### config.mk
export PLATFORM = sky130hd
export DESIGN_NAME = axi_fifo_top
export DESIGN_NICKNAME = d
export VERILOG_FILES = /design/src/common/fifo_pkg.sv /design/src/common/fifo_status_if.sv /design/src/source/counter_bin.sv /design/src/axi_fifo_sync/fifo_control.sv /design/src/axi_fifo_sync/axi_fifo_sync.sv /design/src/source/axi_fifo_top.sv
export VERILOG_INCLUDE_DIRS = /design/src /design/src/common
export SDC_FILE = /design/constraint.sdc
export NUM_CORES = 1
export LEC_CHECK = 0
export ABC_AREA = 1
export ABC_CLOCK_PERIOD_IN_PS = 4500
export CAP_MARGIN = 20
export CORE_MARGIN = 2
export CORE_UTILIZATION = 50
export CTS_CLUSTER_SIZE = 30
export DETAILED_ROUTE_END_ITERATION = 7
export DONT_BUFFER_PORTS = 1
export HOLD_SLACK_MARGIN = 0.12
export PLACE_DENSITY_LB_ADDON = 0.12
export SLEW_MARGIN = 10
export SYNTH_ARGS = -nofsm -noshare
export SYNTH_HDL_FRONTEND = slang
export SYNTH_SLANG_ARGS = --single-unit
### constraint.sdc
create_clock -name i_axi_aclk -period 4.5 [get_ports i_axi_aclk]
set_input_delay 0.225 -clock i_axi_aclk [delete_from_list [all_inputs] [get_ports i_axi_aclk]]
set_output_delay 0.225 -clock i_axi_aclk [all_outputs]
set_load 0.02 [all_outputs]
### src/common/fifo_params.svh
`ifndef FIFO_PARAMS_SVH
`define FIFO_PARAMS_SVH

// Width of one stored word
`define FIFO_DATA_WIDTH 8

// Number of entries, must be a power of two
`define FIFO_DEPTH 8

// Almost-full when free entries are at or below this margin
`define FIFO_ALMOST_WR_MARGIN 1

// Almost-empty when occupancy is at or below this margin
`define FIFO_ALMOST_RD_MARGIN 1

`endif

### src/common/fifo_pkg.sv
`include "fifo_params.svh"

package fifo_pkg;

    //////////////////////////////////////////////////////////////////////
    // Derived widths

    localparam int ADDR_WIDTH = $clog2(`FIFO_DEPTH);
    localparam int DATA_WIDTH = `FIFO_DATA_WIDTH;

    //////////////////////////////////////////////////////////////////////
    // Types shared by the FIFO blocks

    // Memory address, low bits of a pointer
    typedef logic [ADDR_WIDTH-1:0] addr_t;

    // Pointer with the extra wrap bit on top
    typedef logic [ADDR_WIDTH:0] ptr_t;

    // Occupancy, wide enough to hold a full FIFO
    typedef logic [ADDR_WIDTH:0] count_t;

    // One data word
    typedef logic [DATA_WIDTH-1:0] data_t;

endpackage : fifo_pkg

### src/common/fifo_status_if.sv
`timescale 1ns/1ps

// Pointer and status bundle between the FIFO core and its flag logic
interface fifo_status_if;

    import fifo_pkg::*;

    // Next-state pointers from the core
    ptr_t   wr_ptr_next;
    ptr_t   rd_ptr_next;

    // Registered status from the control block
    count_t count;
    logic   full;
    logic   almost_full;
    logic   empty;
    logic   almost_empty;

    // FIFO core side
    modport core (
        output wr_ptr_next,
        output rd_ptr_next,
        input  count,
        input  full,
        input  almost_full,
        input  empty,
        input  almost_empty
    );

    // Flag and count generation side
    modport ctrl (
        input  wr_ptr_next,
        input  rd_ptr_next,
        output count,
        output full,
        output almost_full,
        output empty,
        output almost_empty
    );

endinterface : fifo_status_if

### src/source/counter_bin.sv
`timescale 1ns/1ps
`include "fifo_params.svh"

module counter_bin (
    input  logic           i_axi_aclk,
    input  logic           i_axi_aresetn,
    input  logic           i_enable,
    output fifo_pkg::ptr_t o_counter_bin,
    output fifo_pkg::ptr_t ow_counter_bin_next
);

    import fifo_pkg::*;

    localparam addr_t LAST_ADDR = addr_t'(`FIFO_DEPTH - 1);

    addr_t w_addr;
    logic  w_wrap_bit;

    assign w_addr     = o_counter_bin[ADDR_WIDTH-1:0];
    assign w_wrap_bit = o_counter_bin[ADDR_WIDTH];

    //////////////////////////////////////////////////////////////////////
    // Next value seen before the edge by the flag logic

    always_comb begin
        ow_counter_bin_next = o_counter_bin;
        if (i_enable) begin
            if (w_addr == LAST_ADDR) begin
                // Address wraps and the wrap bit flips
                ow_counter_bin_next = {~w_wrap_bit, {ADDR_WIDTH{1'b0}}};
            end else begin
                ow_counter_bin_next = {w_wrap_bit, w_addr + addr_t'(1)};
            end
        end
    end

    //////////////////////////////////////////////////////////////////////
    // Pointer register

    always_ff @(posedge i_axi_aclk or negedge i_axi_aresetn) begin
        if (!i_axi_aresetn) begin
            o_counter_bin <= '0;
        end else begin
            o_counter_bin <= ow_counter_bin_next;
        end
    end

endmodule : counter_bin

### src/axi_fifo_sync/fifo_control.sv
`timescale 1ns/1ps
`include "fifo_params.svh"

module fifo_control (
    input  logic          i_axi_aclk,
    input  logic          i_axi_aresetn,
    fifo_status_if.ctrl   status
);

    import fifo_pkg::*;

    localparam count_t DEPTH_COUNT = count_t'(`FIFO_DEPTH);
    localparam count_t WR_MARGIN   = count_t'(`FIFO_ALMOST_WR_MARGIN);
    localparam count_t RD_MARGIN   = count_t'(`FIFO_ALMOST_RD_MARGIN);

    addr_t  w_wr_addr;
    addr_t  w_rd_addr;
    logic   w_wr_wrap;
    logic   w_rd_wrap;
    count_t w_count;
    count_t w_free;
    logic   w_full;
    logic   w_empty;
    logic   w_almost_full;
    logic   w_almost_empty;

    //////////////////////////////////////////////////////////////////////
    // Split the next pointers into address and wrap bit

    assign w_wr_addr = status.wr_ptr_next[ADDR_WIDTH-1:0];
    assign w_rd_addr = status.rd_ptr_next[ADDR_WIDTH-1:0];
    assign w_wr_wrap = status.wr_ptr_next[ADDR_WIDTH];
    assign w_rd_wrap = status.rd_ptr_next[ADDR_WIDTH];

    //////////////////////////////////////////////////////////////////////
    // Occupancy from the pointer difference

    // Modulo arithmetic covers the wrap case
    assign w_count = count_t'(status.wr_ptr_next - status.rd_ptr_next);
    assign w_free  = DEPTH_COUNT - w_count;

    // Same slot, different lap
    assign w_full  = (w_wr_addr == w_rd_addr) && (w_wr_wrap != w_rd_wrap);
    // Same slot, same lap
    assign w_empty = (status.wr_ptr_next == status.rd_ptr_next);

    assign w_almost_full  = (w_free <= WR_MARGIN);
    assign w_almost_empty = (w_count <= RD_MARGIN);

    //////////////////////////////////////////////////////////////////////
    // Registered status

    always_ff @(posedge i_axi_aclk or negedge i_axi_aresetn) begin
        if (!i_axi_aresetn) begin
            status.count        <= '0;
            status.full         <= 1'b0;
            status.almost_full  <= 1'b0;
            status.empty        <= 1'b1;
            status.almost_empty <= 1'b1;
        end else begin
            status.count        <= w_count;
            status.full         <= w_full;
            status.almost_full  <= w_almost_full;
            status.empty        <= w_empty;
            status.almost_empty <= w_almost_empty;
        end
    end

endmodule : fifo_control

### src/axi_fifo_sync/axi_fifo_sync.sv
`timescale 1ns/1ps
`include "fifo_params.svh"

module axi_fifo_sync (
    input  logic             i_axi_aclk,
    input  logic             i_axi_aresetn,
    input  logic             i_wr_valid,
    output logic             o_wr_ready,
    input  fifo_pkg::data_t  i_wr_data,
    input  logic             i_rd_ready,
    output logic             o_rd_valid,
    output fifo_pkg::data_t  ow_rd_data,
    output fifo_pkg::data_t  o_rd_data,
    output fifo_pkg::count_t o_count,
    output logic             o_almost_full,
    output logic             o_almost_empty
);

    import fifo_pkg::*;

    ptr_t  r_wr_ptr;
    ptr_t  r_rd_ptr;
    addr_t w_wr_addr;
    addr_t w_rd_addr;
    logic  w_write;
    logic  w_read;

    // Payload storage
    data_t r_mem [`FIFO_DEPTH];

    fifo_status_if u_status ();

    //////////////////////////////////////////////////////////////////////
    // Handshake qualification

    // Ready and valid follow the registered full and empty flags
    assign w_write = i_wr_valid && o_wr_ready;
    assign w_read  = o_rd_valid && i_rd_ready;

    assign o_wr_ready     = !u_status.full;
    assign o_rd_valid     = !u_status.empty;
    assign o_count        = u_status.count;
    assign o_almost_full  = u_status.almost_full;
    assign o_almost_empty = u_status.almost_empty;

    //////////////////////////////////////////////////////////////////////
    // Pointers

    counter_bin u_wr_ptr (
        .i_axi_aclk          (i_axi_aclk),
        .i_axi_aresetn       (i_axi_aresetn),
        .i_enable            (w_write),
        .o_counter_bin       (r_wr_ptr),
        .ow_counter_bin_next (u_status.wr_ptr_next)
    );

    counter_bin u_rd_ptr (
        .i_axi_aclk          (i_axi_aclk),
        .i_axi_aresetn       (i_axi_aresetn),
        .i_enable            (w_read),
        .o_counter_bin       (r_rd_ptr),
        .ow_counter_bin_next (u_status.rd_ptr_next)
    );

    //////////////////////////////////////////////////////////////////////
    // Flags and count

    fifo_control u_control (
        .i_axi_aclk    (i_axi_aclk),
        .i_axi_aresetn (i_axi_aresetn),
        .status        (u_status)
    );

    //////////////////////////////////////////////////////////////////////
    // Storage and read paths

    assign w_wr_addr = r_wr_ptr[ADDR_WIDTH-1:0];
    assign w_rd_addr = r_rd_ptr[ADDR_WIDTH-1:0];

    always_ff @(posedge i_axi_aclk) begin
        if (w_write) begin
            r_mem[w_wr_addr] <= i_wr_data;
        end
    end

    // Combinational head entry
    assign ow_rd_data = r_mem[w_rd_addr];

    // Head entry one cycle late
    always_ff @(posedge i_axi_aclk or negedge i_axi_aresetn) begin
        if (!i_axi_aresetn) begin
            o_rd_data <= '0;
        end else begin
            o_rd_data <= ow_rd_data;
        end
    end

endmodule : axi_fifo_sync

### src/source/axi_fifo_top.sv
`timescale 1ns/1ps

module axi_fifo_top (
    input  logic             i_axi_aclk,
    input  logic             i_axi_aresetn,
    // Write side
    input  logic             i_wr_valid,
    output logic             o_wr_ready,
    input  fifo_pkg::data_t  i_wr_data,
    // Read side
    input  logic             i_rd_ready,
    output logic             o_rd_valid,
    output fifo_pkg::data_t  ow_rd_data,
    output fifo_pkg::data_t  o_rd_data,
    // Status
    output fifo_pkg::count_t o_count,
    output logic             o_almost_full,
    output logic             o_almost_empty
);

    //////////////////////////////////////////////////////////////////////
    // FIFO core

    axi_fifo_sync u_fifo (
        .i_axi_aclk     (i_axi_aclk),
        .i_axi_aresetn  (i_axi_aresetn),
        .i_wr_valid     (i_wr_valid),
        .o_wr_ready     (o_wr_ready),
        .i_wr_data      (i_wr_data),
        .i_rd_ready     (i_rd_ready),
        .o_rd_valid     (o_rd_valid),
        .ow_rd_data     (ow_rd_data),
        .o_rd_data      (o_rd_data),
        .o_count        (o_count),
        .o_almost_full  (o_almost_full),
        .o_almost_empty (o_almost_empty)
    );

endmodule : axi_fifo_top

# Word-level counts from Yosys, hierarchy flattened
# Memories as Yosys holds them, arrays and structs flattened.
# Cells that the tools add are included.
# Widths: inputs -> output; s select.
[word_totals]
latchBits = 0
output_inout_bits = 24
in_bits = 12
n_memories = 1
rom_bits = 0
ff_bits = 24
ram_bits = 64
wordCells = 33
[op_classes]
n_eq_ne = 5
n_shift = 0
order_cmp = 2
n_addsub = 4
n_bitwise = 2
div = 0
mul = 0
n_mux = 6
reduce_logical = 5
[memory_table]
columns = ["name", "words", "width", "rd", "rd_clocked_by_memory_dff", "write_ports", "line_no", "source"]
rows = [
  ["u_fifo.r_mem", 8, 8, 1, 0, 1, "axi_fifo_sync.sv:29", "data_t r_mem [`FIFO_DEPTH];"],
]
[op_table]
columns = ["operator", "n"]
rows = [
  ["$mux 4", 4],
  ["$le 4x1->1 const B", 2],
  ["$add 3x1->3 const B", 2],
  ["$eq 3x3->1 const B", 2],
  ["$eq 4x4->1", 1],
  ["$sub 4x4->4", 1],
  ["$sub 4x4->4 const A", 1],
  ["$eq 3x3->1", 1],
  ["$logic_and 1x1->1", 3],
  ["$logic_not 1->1", 2],
  ["$mux 1", 2],
  ["$not 1->1", 2],
  ["$ne 1x1->1", 1],
]

# Longest topological paths before layout
[depth]
ltp_word = 6
depth_mapped = 13
ltp_nobuf = 13

# Modules after synthesis
# Synthesis repeated with hierarchy kept, for this count alone.
[hier_totals]
hier_cells = 403
area_unflattened_um2 = 3920.0
[by_module_without_submodules]
columns = ["module", "cells_per_inst", "seq_area_each_um2", "instances", "area_each_um2"]
rows = [
  ["axi_fifo_sync", 309, 2122.0, 1, 3113.0],
  ["fifo_control", 52, 202.7, 1, 430.4],
  ["counter_bin (u_fifo.u_wr_ptr)", 23, 100.1, 1, 193.9],
  ["counter_bin (u_fifo.u_rd_ptr)", 19, 100.1, 1, 182.7],
]

# Worst setup path after synthesis
# No wires, ideal clock.
[synth_path]
path_kind = "register to register"
start = "register with a tool-made name"
end = "register u_fifo.u_control.status.almost_full"
synth_period_minus_slack_ns = 2.282
required_time_ns = 4.435
path_buffers = 0
setup_ns = 0.065
arrival_time_ns = 2.217
path_slack_ns = 2.218
stages_incl_launch_ff = 14
path_cell_list = "dfrtp_1 -> ha_1 -> ha_1 -> or2_1 -> a21oi_1 -> inv_1 -> ha_1 -> inv_1 -> fa_1 -> inv_1 -> nand2_1 -> nor2_1 -> nand3_1 -> nand2_1"
[synth_lines]
columns = ["item", "line_no", "source"]
rows = [
  ["end signal: assignment", "fifo_control.sv:63", "status.almost_full <= w_almost_full;"],
  ["end: declaration", "fifo_status_if.sv:36", "output almost_full,"],
]

# Worst setup path in the final report
[layout_path]
start = "register u_fifo.u_rd_ptr.o_counter_bin[1]"
end = "register u_fifo.u_control.status.almost_full"
[layout_between]
elab_chain_len = 6
elab_cells_between_ends = 7
classes_between = "add/sub (3); order compare (1); eq/ne (1); mux (2)"
[layout_lines]
columns = ["item", "line_no", "source"]
rows = [
  ["start: declaration", "counter_bin.sv:8", "output fifo_pkg::ptr_t o_counter_bin,"],
  ["start signal: assignment", "counter_bin.sv:44", "o_counter_bin <= ow_counter_bin_next;"],
  ["$eq 3x3->1", "counter_bin.sv:28", "if (w_addr == LAST_ADDR) begin"],
  ["$mux 4", "counter_bin.sv:28", ""],
  ["$mux 4", "counter_bin.sv:27", "if (i_enable) begin"],
  ["via u_fifo.u_control.status.rd_ptr_next[0]", "fifo_status_if.sv:33", "input rd_ptr_next,"],
  ["$sub 4x4->4", "fifo_control.sv:39", "assign w_count = count_t'(status.wr_ptr_next - status.rd_ptr_next);"],
  ["$sub 4x4->4", "fifo_control.sv:40", "assign w_free = DEPTH_COUNT - w_count;"],
  ["$le 4x1->1", "fifo_control.sv:47", "assign w_almost_full = (w_free <= WR_MARGIN);"],
  ["via u_fifo.u_control.w_almost_full", "fifo_control.sv:24", "logic w_almost_full;"],
]
# The timed path passes the listed nets, and every way through them passes these cells.

==> out/metrics.cfg <==
[setup_path]
crit_buf_inv=2
critPathSlowestCell=dfrtp_1
r2r_end=u_fifo.u_control.status.almost_full
path_depth=13
crit_arrival_ns=3.04
crit_end=u_fifo.u_control.status.almost_full
crit_family=adder cells
reg2reg_slack_ns=1.75
cp_common_cell=ha_1
endpoint_kind=register
r2r_cells=13
cp_slowest_stage_delay_ns=0.64
required_ns=4.79
crit_fanout=18
path_cells=ha_1 -> ha_1 -> inv_1 -> nand3_1 -> o21ai_1 -> ha_1 -> inv_1 -> fa_1 -> xnor2_1 -> nand2_1 -> nor2_1 -> nand3_1 -> nand2_1
crit_type=reg2reg
critPathLaunchType=register
r2r-start=u_fifo.u_rd_ptr.o_counter_bin[1]
cp-startpoint=u_fifo.u_rd_ptr.o_counter_bin[1]

[die]
die-area_um2=7820
die_h_um=88.5
io_pins=36
core_um2=6830
die_x_um=88.5
initial_core_util_pct=52.2
num_rows=30

[yosys]
asyncSetResetFlopFracSynth_pct=27.3
synth_edf_count=64
synth-main-ff-cell=edfxtp_1
synth_area_per_cell_um2=11.8
yosysMostFrequentCell=nor2_1
syn-cell-area_um2=3570
yosysTopAreaCell=edfxtp_1
synthTopCellsByArea=edfxtp_1 54%, dfrtp_1 15%, nor2_1 7.4%, o21ai_1 3.2%, nand2_1 2.7%
synth-seq-cells=88
syn_inst=301
yosys.area.top_type_share_pct=53.9
ys_seq_area_share_pct=70.8
synth.distinct_cells=27
yosys_warnings=0
synth_fp_nets=321
synth_common_cells=70 x nor2_1, 64 x edfxtp_1, 26 x nand2_1

[clocking]
cts-root-buf=clkbuf_8
cts-htree-levels=3
clk-insertion-delay-late_ns=0.36
cts_buffers=9
clockBufferDepth=2
clk_pin_slew_worst_paths_ns=0.08
cts_tree=yes
post_cts_buffers=0
clkSinkCount=88

[route]
dr.pass1.iters=4
avgRoutedWirePerCell_um=17.0
routed_wl_um=7070
drc=0
initialDrtViolationCount=132
final_antenna_net_count=0
routed_via_density=5.33
vias=2216

[sta]
rsz0062_at_grt=no
finClkSkew_ns=0.0123
setup_ws_ns=1.75
min_period_ns=2.75
fmax_mhz=364
tightestPinTransition_ns=1.05
slew_viol_final=0
setup_viol=0
hold_ws_ns=0.149
post-route-period-util_pct=61.1
fin_tns_setup_ns=0
max-slew-margin-rel_pct=30.0
hold_violations=0

[place]
pre_cts_ws_ns=1.32
dp_hpwl_um=4400
gp_congestion=0.817
port_buffers=0

[pwr]
seqPwrFrac_pct=42.7
total_power_mw=2.94
p_sw_mw=1.25
power_frac_clock_pct=18.8
pwr-share-comb_pct=38.5
intPower_mw=1.68
ir_drop_mv=0.359
powerDensity_nw_per_um2=738
sw_frac_of_total_pct=42.7
leakage_nw=1.50

[layout]
diodes=0
drive_above_1_share_pct=10.6
final_nets=335
fillCellCount=567
area_growth_pct=11.6

[status]
status=completed

[grt]
grt_pass1_vias=2177
grt_pass1_wl_um=11300
grt_usage_pct=20.3
antenna_found_initial=0
grt_max_degree=35
gr-total-overflow=0

[hold_path]
whs_path_depth=2
hold_path.class=in2reg

[job]
cap_violations=0

==> through the flow <==
step | cell area, µm² | utilization (%) | instances
finish | 3980 | 58.2 | 416
global route | 3980 | 58.2 | 416
CTS | 3950 | 57.8 | 415
detailed placement | 3630 | 53.1 | 388
global placement | 3630 | 53.1 | 388
floorplan | 3570 | - | 301
==> routing by layer <==
| layer | vias up | part of all wire, % | GRT usage [%] |
|---|---|---|---|
| met5 | - | 0 | 0 |
| met4 | 0 | 1.7 | 7.85 |
| met3 | 11 | 5.8 | 5.78 |
| met2 | 63 | 48 | 32.1 |
| met1 | 1072 | 45 | 27.0 |
| li1 | 1070 | - | - |
==> power by group through the flow <==
stage	combinational [mW]	clock, mW	sequential (mW)
final	1.13	0.551	1.25
after global routing	1.28	0.594	1.28
after CTS	1.08	0.559	1.28
after detailed placement	1.06	0	1.30
after global placement	1.03	0	1.30
after floorplan	0.904	0	1.23
==> repair_timing <==
item	CTS	global route
hold buffers	11	0
hold endpoints to repair	89	0
resized for setup	0	0
==> placed cells by master, fill, tap and decap left out, types with 3 or more instances in the layout <==
master and n:
o21ai_1 23, o22ai_1 10, inv_2 9, ha_1 7
dlygate4sd3_1 10, clkbuf_8 9, inv_1 16, nor2_1 70
edfxtp_1 64, a31oi_1 8, nand2_2 3, nand2_1 26
dfrtp_1 22, o21ai_0 13, nand3_1 9
==> flip-flops by register name, indices dropped and copies added, names as in the netlist, named ones only <==
name                                  cells
u_fifo.o_rd_data                          8
u_fifo.r_mem                             64
u_fifo.u_control.status.almost_empty      1
u_fifo.u_control.status.almost_full       1
u_fifo.u_control.status.count             4
u_fifo.u_control.status.empty             1
u_fifo.u_control.status.full              1
u_fifo.u_rd_ptr.o_counter_bin             4
u_fifo.u_wr_ptr.o_counter_bin             3
==> kinds of logic (layout without fill, tap and decap cells) <==
family          Yosys count  count (layout)  share of synthesized area, %
compound gates           57              57                          8.70
xor+xnor                  1               1                         0.246
fa+ha+maj                 8               8                          3.02
buf+inv                  34              53                          4.25
flops                    88              88                          70.8
simple gates            113             113                          13.0
==> how the worst min path moves through the flow <==
stage / startpoint / endpoint / slack [ns]
6_report: i_wr_valid / u_fifo.u_wr_ptr.o_counter_bin[3] / 0.15
3_5_place_dp: i_axi_aresetn / u_fifo.u_wr_ptr.o_counter_bin[3] / -0.07
3_3_place_gp: i_axi_aresetn / u_fifo.u_wr_ptr.o_counter_bin[3] / -0.07
5_1_grt: i_wr_valid / u_fifo.u_wr_ptr.o_counter_bin[3] / 0.16
2_1_floorplan: i_axi_aresetn / async pin / -0.07
4_1_cts: i_wr_valid / u_fifo.u_wr_ptr.o_counter_bin[3] / 0.15
==> final cells by class <==
type | count | area (µm²) | share of cell area, %
Sequential cell | 88 | 2520 | 63.5
Multi-Input combinational cell | 179 | 890 | 22.4
Timing Repair Buffer | 12 | 148 | 3.71
Clock buffer | 9 | 124 | 3.11
Tap cell | 96 | 120 | 3.02
Inverter | 25 | 93.8 | 2.36
Clock inverter | 7 | 78.8 | 1.98
(Power assumes the default switching activity.)
